### src/axi_rd_cfg.svh
`ifndef AXI_RD_CFG_SVH
`define AXI_RD_CFG_SVH

// Bus field widths
`define AXI_ADDR_W 32
`define AXI_DATA_W 32
`define AXI_ID_W   8
`define AXI_LEN_W  8

// AR sub-field widths
`define AXI_SIZE_W  3
`define AXI_BURST_W 2
`define AXI_CACHE_W 4
`define AXI_PROT_W  3
`define AXI_RESP_W  2

// Address map, slave 2 starts here and sees the top bit cleared
`define S1_ADDR_LIMIT 32'h8000_0000
`define S2_ADDR_MASK  32'h7FFF_FFFF

`endif

### src/axi_rd_pkg.sv
`include "axi_rd_cfg.svh"

package axi_rd_pkg;

    // Read address channel fields, valid and ready travel separately
    typedef struct packed {
        logic [`AXI_ADDR_W-1:0]  addr;
        logic [`AXI_ID_W-1:0]    id;
        logic [`AXI_LEN_W-1:0]   len;
        logic [`AXI_SIZE_W-1:0]  size;
        logic [`AXI_BURST_W-1:0] burst;
        logic                    lock;
        logic [`AXI_CACHE_W-1:0] cache;
        logic [`AXI_PROT_W-1:0]  prot;
    } ar_payload_t;

    // Read data channel fields
    typedef struct packed {
        logic [`AXI_ID_W-1:0]   id;
        logic [`AXI_DATA_W-1:0] data;
        logic [`AXI_RESP_W-1:0] resp;
        logic                   last;
    } r_payload_t;

    // One-hot master select held by each slave arbiter
    typedef enum logic [1:0] {
        GRANT_NONE = 2'b00,
        GRANT_M1   = 2'b01,
        GRANT_M2   = 2'b10
    } grant_t;

    // Normal access response
    localparam logic [`AXI_RESP_W-1:0] RESP_OKAY = 2'b00;

endpackage

### src/axi_rd_interconnect.sv
`timescale 1ns/1ns
`include "axi_rd_cfg.svh"

module axi_rd_interconnect
    import axi_rd_pkg::*;
(
    input  logic        i_clk,
    input  logic        i_rst,

    // Master 1
    input  ar_payload_t i_m1_ar,
    input  logic        i_m1_arvalid,
    output logic        o_m1_arready,
    output r_payload_t  o_m1_r,
    output logic        o_m1_rvalid,
    input  logic        i_m1_rready,

    // Master 2
    input  ar_payload_t i_m2_ar,
    input  logic        i_m2_arvalid,
    output logic        o_m2_arready,
    output r_payload_t  o_m2_r,
    output logic        o_m2_rvalid,
    input  logic        i_m2_rready,

    // Slave 1
    output ar_payload_t o_s1_ar,
    output logic        o_s1_arvalid,
    input  logic        i_s1_arready,
    input  r_payload_t  i_s1_r,
    input  logic        i_s1_rvalid,
    output logic        o_s1_rready,

    // Slave 2
    output ar_payload_t o_s2_ar,
    output logic        o_s2_arvalid,
    input  logic        i_s2_arready,
    input  r_payload_t  i_s2_r,
    input  logic        i_s2_rvalid,
    output logic        o_s2_rready
);

    logic        m1_req_s1;
    logic        m1_req_s2;
    logic        m2_req_s1;
    logic        m2_req_s2;
    ar_payload_t m1_ar_dec;
    ar_payload_t m2_ar_dec;
    grant_t      s1_grant;
    grant_t      s2_grant;

    // Address decode per master
    rd_addr_decoder dec_m1 (
        .i_ar      (i_m1_ar),
        .i_arvalid (i_m1_arvalid),
        .o_req_s1  (m1_req_s1),
        .o_req_s2  (m1_req_s2),
        .o_ar      (m1_ar_dec)
    );

    rd_addr_decoder dec_m2 (
        .i_ar      (i_m2_ar),
        .i_arvalid (i_m2_arvalid),
        .o_req_s1  (m2_req_s1),
        .o_req_s2  (m2_req_s2),
        .o_ar      (m2_ar_dec)
    );

    // One arbiter per slave, each released by its own slave's last beat
    rd_slave_arbiter arb_s1 (
        .i_clk       (i_clk),
        .i_rst       (i_rst),
        .i_m1_req    (m1_req_s1),
        .i_m2_req    (m2_req_s1),
        .i_m1_ar     (m1_ar_dec),
        .i_m2_ar     (m2_ar_dec),
        .i_m1_rready (i_m1_rready),
        .i_m2_rready (i_m2_rready),
        .i_rvalid    (i_s1_rvalid),
        .i_rlast     (i_s1_r.last),
        .o_ar        (o_s1_ar),
        .o_arvalid   (o_s1_arvalid),
        .o_rready    (o_s1_rready),
        .o_grant     (s1_grant)
    );

    rd_slave_arbiter arb_s2 (
        .i_clk       (i_clk),
        .i_rst       (i_rst),
        .i_m1_req    (m1_req_s2),
        .i_m2_req    (m2_req_s2),
        .i_m1_ar     (m1_ar_dec),
        .i_m2_ar     (m2_ar_dec),
        .i_m1_rready (i_m1_rready),
        .i_m2_rready (i_m2_rready),
        .i_rvalid    (i_s2_rvalid),
        .i_rlast     (i_s2_r.last),
        .o_ar        (o_s2_ar),
        .o_arvalid   (o_s2_arvalid),
        .o_rready    (o_s2_rready),
        .o_grant     (s2_grant)
    );

    // Response routing back to each master
    rd_data_return #(
        .MASTER_SEL (GRANT_M1)
    ) ret_m1 (
        .i_s1_grant   (s1_grant),
        .i_s2_grant   (s2_grant),
        .i_s1_arready (i_s1_arready),
        .i_s2_arready (i_s2_arready),
        .i_s1_r       (i_s1_r),
        .i_s2_r       (i_s2_r),
        .i_s1_rvalid  (i_s1_rvalid),
        .i_s2_rvalid  (i_s2_rvalid),
        .o_arready    (o_m1_arready),
        .o_r          (o_m1_r),
        .o_rvalid     (o_m1_rvalid)
    );

    rd_data_return #(
        .MASTER_SEL (GRANT_M2)
    ) ret_m2 (
        .i_s1_grant   (s1_grant),
        .i_s2_grant   (s2_grant),
        .i_s1_arready (i_s1_arready),
        .i_s2_arready (i_s2_arready),
        .i_s1_r       (i_s1_r),
        .i_s2_r       (i_s2_r),
        .i_s1_rvalid  (i_s1_rvalid),
        .i_s2_rvalid  (i_s2_rvalid),
        .o_arready    (o_m2_arready),
        .o_r          (o_m2_r),
        .o_rvalid     (o_m2_rvalid)
    );

endmodule

### src/rd_addr_decoder.sv
`timescale 1ns/1ns
`include "axi_rd_cfg.svh"

module rd_addr_decoder
    import axi_rd_pkg::*;
(
    input  ar_payload_t i_ar,
    input  logic        i_arvalid,
    output logic        o_req_s1,
    output logic        o_req_s2,
    output ar_payload_t o_ar
);

    logic hit_s2;

    // Upper half of the map belongs to slave 2
    assign hit_s2 = (i_ar.addr >= `S1_ADDR_LIMIT);

    // Requests only while the master presents a valid address
    assign o_req_s1 = i_arvalid && !hit_s2;
    assign o_req_s2 = i_arvalid && hit_s2;

    // Slave 2 sees its own zero-based address
    always_comb begin
        o_ar = i_ar;
        if (hit_s2) begin
            o_ar.addr = i_ar.addr & `S2_ADDR_MASK;
        end
    end

endmodule

### src/rd_data_return.sv
`timescale 1ns/1ns
`include "axi_rd_cfg.svh"

module rd_data_return
    import axi_rd_pkg::*;
#(
    parameter grant_t MASTER_SEL = GRANT_M1
) (
    // Grant state of both slave arbiters
    input  grant_t     i_s1_grant,
    input  grant_t     i_s2_grant,

    // Slave side responses
    input  logic       i_s1_arready,
    input  logic       i_s2_arready,
    input  r_payload_t i_s1_r,
    input  r_payload_t i_s2_r,
    input  logic       i_s1_rvalid,
    input  logic       i_s2_rvalid,

    // Toward this master
    output logic       o_arready,
    output r_payload_t o_r,
    output logic       o_rvalid
);

    logic from_s1;
    logic from_s2;

    // Which slave currently serves this master
    assign from_s1 = (i_s1_grant == MASTER_SEL);
    assign from_s2 = (i_s2_grant == MASTER_SEL);

    // Pure combinational path, no beat is held here
    always_comb begin
        o_arready = 1'b0;
        o_r       = '0;
        o_rvalid  = 1'b0;
        if (from_s1) begin
            o_arready = i_s1_arready;
            o_r       = i_s1_r;
            o_rvalid  = i_s1_rvalid;
        end else if (from_s2) begin
            o_arready = i_s2_arready;
            o_r       = i_s2_r;
            o_rvalid  = i_s2_rvalid;
        end
    end

endmodule

### src/rd_slave_arbiter.sv
`timescale 1ns/1ns
`include "axi_rd_cfg.svh"

module rd_slave_arbiter
    import axi_rd_pkg::*;
(
    input  logic        i_clk,
    input  logic        i_rst,

    // Requests and payloads from both decoders
    input  logic        i_m1_req,
    input  logic        i_m2_req,
    input  ar_payload_t i_m1_ar,
    input  ar_payload_t i_m2_ar,
    input  logic        i_m1_rready,
    input  logic        i_m2_rready,

    // Read data status from the slave
    input  logic        i_rvalid,
    input  logic        i_rlast,

    // Toward the slave
    output ar_payload_t o_ar,
    output logic        o_arvalid,
    output logic        o_rready,
    output grant_t      o_grant
);

    grant_t grant_q;
    logic   burst_done;

    // Final beat handshake at the slave ends the grant
    assign burst_done = i_rvalid && o_rready && i_rlast;

    always_ff @(posedge i_clk) begin
        if (i_rst) begin
            grant_q <= GRANT_NONE;
        end else begin
            case (grant_q)
                GRANT_NONE: begin
                    // Master 1 wins a tie
                    if (i_m1_req) begin
                        grant_q <= GRANT_M1;
                    end else if (i_m2_req) begin
                        grant_q <= GRANT_M2;
                    end
                end
                default: begin
                    if (burst_done) begin
                        grant_q <= GRANT_NONE;
                    end
                end
            endcase
        end
    end

    // Steer the granted master to the slave
    always_comb begin
        o_ar      = '0;
        o_arvalid = 1'b0;
        o_rready  = 1'b0;
        case (grant_q)
            GRANT_M1: begin
                o_ar      = i_m1_ar;
                o_arvalid = i_m1_req;
                o_rready  = i_m1_rready;
            end
            GRANT_M2: begin
                o_ar      = i_m2_ar;
                o_arvalid = i_m2_req;
                o_rready  = i_m2_rready;
            end
            default: begin
                // Idle, slave sees nothing
                o_ar      = '0;
                o_arvalid = 1'b0;
                o_rready  = 1'b0;
            end
        endcase
    end

    assign o_grant = grant_q;

endmodule
### config.mk
export PLATFORM = sky130hd
export DESIGN_NAME = axi_rd_interconnect
export DESIGN_NICKNAME = d
export VERILOG_FILES = /design/src/axi_rd_pkg.sv /design/src/axi_rd_interconnect.sv /design/src/rd_addr_decoder.sv /design/src/rd_data_return.sv /design/src/rd_slave_arbiter.sv
export VERILOG_INCLUDE_DIRS = /design/src /design/src/src
export SDC_FILE = /design/constraint.sdc
export NUM_CORES = 1
export LEC_CHECK = 0
export ABC_AREA = 1
export BUFFER_PORTS_ARGS = -buffer_cell sky130_fd_sc_hd__buf_2
export CORE_AREA = 2 2 169 171
export DETAILED_ROUTE_END_ITERATION = 8
export DIE_AREA = 0 0 171 173
export HOLD_SLACK_MARGIN = 0.05
export PLACE_DENSITY = 0.5
export REMOVE_ABC_BUFFERS = 1
export SLEW_MARGIN = 0
export SYNTH_ARGS = -nofsm -noshare
export SYNTH_HDL_FRONTEND = slang
export SYNTH_SLANG_ARGS = --single-unit
export TNS_END_PERCENT = 100
### constraint.sdc
create_clock -name i_clk -period 1.9 [get_ports i_clk]
set_input_delay 0.475 -clock i_clk [delete_from_list [all_inputs] [get_ports i_clk]]
set_output_delay 0.475 -clock i_clk [all_outputs]
set_load 0.005 [all_outputs]
==> results.py <==
metrics = {
    "routing": {
        "drc": 0,
        "firstDrtPassIters": 5,
        "antenna_left": 0,
        "vias": 6681,
        "drtIter0Drc": 275,
        "wl_per_cell_um": 18.9,
        "wirelength_mm": 29.1,
        "viasPerCell": 4.34,
    },
    "yosys": {
        "ys_ff_latch": 4,
        "ys_seq_area_share_pct": 2.21,
        "avgSynthCellArea_um2": 5.43,
        "ys_types": 17,
        "netlist_area_mm2": 0.00362,
        "syn_inst": 668,
        "yosys_warnings": 0,
    },
    "cts": {
        "numCtsBuffers": 3,
        "cts-root-buf": "clkbuf_16",
        "cts_tree": "done",
        "cts.hold.buffers_added": 0,
        "clock_sinks": 4,
        "clk_pin_slew_ns": 0.03,
        "clk_path_buf_depth": 2,
        "clk_latency_ns": 0.23,
        "h-tree-depth": 1,
    },
    "power": {
        "clockPowerShare_pct": 11.9,
        "irDropWorstVdd_v": 0.000164,
        "sw_frac_of_total_pct": 46.1,
        "power_density_mw_per_mm2": 316,
        "p_leak_nw": 4.31,
        "p_comb_share_pct": 84.7,
        "power.total_mw": 2.80,
        "p_switching_mw": 1.29,
        "power.internal_mw": 1.51,
        "seq_power_share_pct": 3.5,
    },
    "worst_setup_path": {
        "start_kind": "flip-flop",
        "reg2reg_from": "arb_s2.o_grant[0]$_SDFFE_PP0P_",
        "rr_worst_depth": 11,
        "crit_path_end_kind": "output pin",
        "crit_path_max_incr_delay_ns": 0.35,
        "worstPathArrival_ns": 1.60,
        "crit_path_max_fanout": 13,
        "cp_cell_sequence": "inv_4, ha_4, buf_12, buf_16, nand2_1, a21oi_2, buf_2",
        "crit_buf_inv": 4,
        "critPathKind": "flip-flop to output pin",
        "critPathTopFamily": "buffers and inverters",
        "r2r-end": "arb_s2.o_grant[1]$_SDFFE_PP0P_",
        "r2r_setup_slack_ns": 0.34,
        "slowest_stage": "dfxtp_4",
        "worstPathRequired_ns": 1.42,
    },
    "cells_and_area": {
        "final_nets": 1385,
        "final_cell_mix": "414 x buf_2, 227 x nand2_1, 98 x inv_1, 89 x a21oi_2, 61 x o22ai_2",
        "final_common_cell": "buf_2",
        "drive_above_1_share_pct": 67.7,
        "syn_to_final_growth_pct": 145,
        "final_cells": 1538,
    },
    "timing": {
        "worst_clock_skew_ns": 0.0000437,
        "tns_ns": -20.54,
        "hold_viol_final": 0,
        "period_share_pct": 109,
        "rsz0062_at_grt": "true",
        "slew_viol_final": 0,
        "hold-worst-slack_ns": 0.446,
        "setup_viol": 214,
        "setup_ws_ns": -0.175,
        "fin_crit_ns": 2.08,
        "fmax_ghz": 0.482,
    },
    "floorplanning": {
        "io_pins": 434,
        "die_w_um": 171,
        "initial_core_util_pct": 13.1,
        "coreArea_mm2": 0.0276,
        "die_area_mm2": 0.0296,
        "row_count": 61,
        "die_y_um": 173,
    },
    "grt": {
        "antenna_found_initial": 3,
        "grt_pass1_vias": 6388,
        "grt_max_degree": 52,
        "track_usage_pct": 16.0,
        "grt_pass1_wl_mm": 36.5,
        "grt_overflow": 0,
    },
    "worst_hold_path": {
        "worst_hold_path.num_cells": 2,
        "hold_path.class": "primary input to flip-flop",
        "min_to": "arb_s1.o_grant[0]$_SDFFE_PP0P_",
        "hold_start": "i_rst",
    },
    "placement": {
        "gp_congestion": 0.809,
        "dp_cells": 1477,
        "dp_hpwl_mm": 20.0,
        "portBuffers": 431,
    },
    "job": {
        "maxCapViolCount": 0,
    },
    "outcome": {
        "outcome": "finished, violations left",
        "violations": "setup timing",
    },
}
## metrics by stage
step	util, %	worst slack [ns]	instance area (µm²)
after floorplan	-	-1.46	3260
after global placement	23.7	-0.0307	6540
after detailed placement	23.7	-0.0328	6540
after CTS	28.3	-0.153	7820
after global routing	32.1	-0.222	8860
final	32.1	-0.175	8870
## per-layer routing
| metal | wire length (µm) | vias up | global-route usage (%) |
|---|---|---|---|
| li1 | - | 3178 | - |
| met1 | 11400 | 3112 | 18.4 |
| met2 | 15300 | 355 | 31.3 |
| met3 | 1760 | 36 | 1.92 |
| met4 | 771 | 0 | 3.04 |
| met5 | 0 | - | 0 |
## synthesized netlist by cell type
library cell / n / share of area, %
ha_1: 6 / 2.1
buf_4: 6 / 1.2
clkbuf_1: 12 / 1.2
a21oi_1: 128 / 18
dfxtp_1: 4 / 2.2
conb_1: 1 / 0.10
o22ai_2: 70 / 24
nand2_1: 264 / 27
inv_4: 2 / 0.35
inv_2: 2 / 0.21
inv_1: 102 / 11
nand3_1: 7 / 0.97
nor2_1: 2 / 0.21
buf_2: 28 / 3.9
nand2_4: 2 / 0.62
buf_6: 12 / 3.7
o22ai_1: 20 / 3.5
## power groups by stage
| stage | clock network, mW | logic [mW] | registers (mW) |
|---|---|---|---|
| after global placement | 0 | 1.56 | 0.0957 |
| after CTS | 0.339 | 1.99 | 0.0973 |
| after detailed placement | 0 | 1.56 | 0.0963 |
| after global routing | 0.347 | 2.51 | 0.0981 |
| after floorplan | 0 | 0.643 | 0.0948 |
| final | 0.332 | 2.37 | 0.0975 |
## cell type report
| cell class | count | area [µm²] |
|---|---|---|
| fill | 3002 | 18800 |
| clock buffer | 3 | 75.1 |
| antenna | 1 | 2.50 |
| inverter | 106 | 438 |
| sequential | 4 | 95.1 |
| timing repair buffer | 544 | 4110 |
| multi-input combinational | 502 | 3670 |
| tap | 378 | 473 |
## cells by family after synthesis
| family | Yosys count | share of synthesized area [%] |
|---|---|---|
| other | 1 | 0.103 |
| AO/OA/AOI/OAI | 218 | 45.3 |
| flip-flops | 4 | 2.21 |
| adder cells (fa/ha/maj) | 6 | 2.07 |
| buffers and inverters | 164 | 21.2 |
| AND/OR/NAND/NOR | 275 | 29.1 |
## worst max path at each step
stage | endpoint | cells past startpoint | from | slack, ns
after floorplan | o_m2_arready | 5 | arb_s1.o_grant[0]$_SDFFE_PP0P_ | -1.46
after global placement | o_m1_r[1] | 7 | arb_s2.o_grant[1]$_SDFFE_PP0P_ | -0.03
after detailed placement | o_m2_r[35] | 8 | arb_s1.o_grant[0]$_SDFFE_PP0P_ | -0.03
after CTS | o_m2_r[2] | 8 | arb_s2.o_grant[1]$_SDFFE_PP0P_ | -0.15
after global routing | o_m2_r[30] | 8 | arb_s1.o_grant[0]$_SDFFE_PP0P_ | -0.22
final | o_s1_ar[30] | 7 | arb_s1.o_grant[0]$_SDFFE_PP0P_ | -0.18
## sequential cells by signal, indices dropped and copies added, names as in the netlist
register / cells
arb_s1.o_grant: 2
arb_s2.o_grant: 2
## timing repair
action / in CTS / in global routing
setup buffers: 19 / 13
hold endpoints to repair: 0 / 0
pin swaps: 25 / 33
resized for setup: 178 / 132
endpoints found under the setup margin: 214 / 214
gates cloned: 14 / 17
Note: power is estimated with default switching activity, not from simulation.
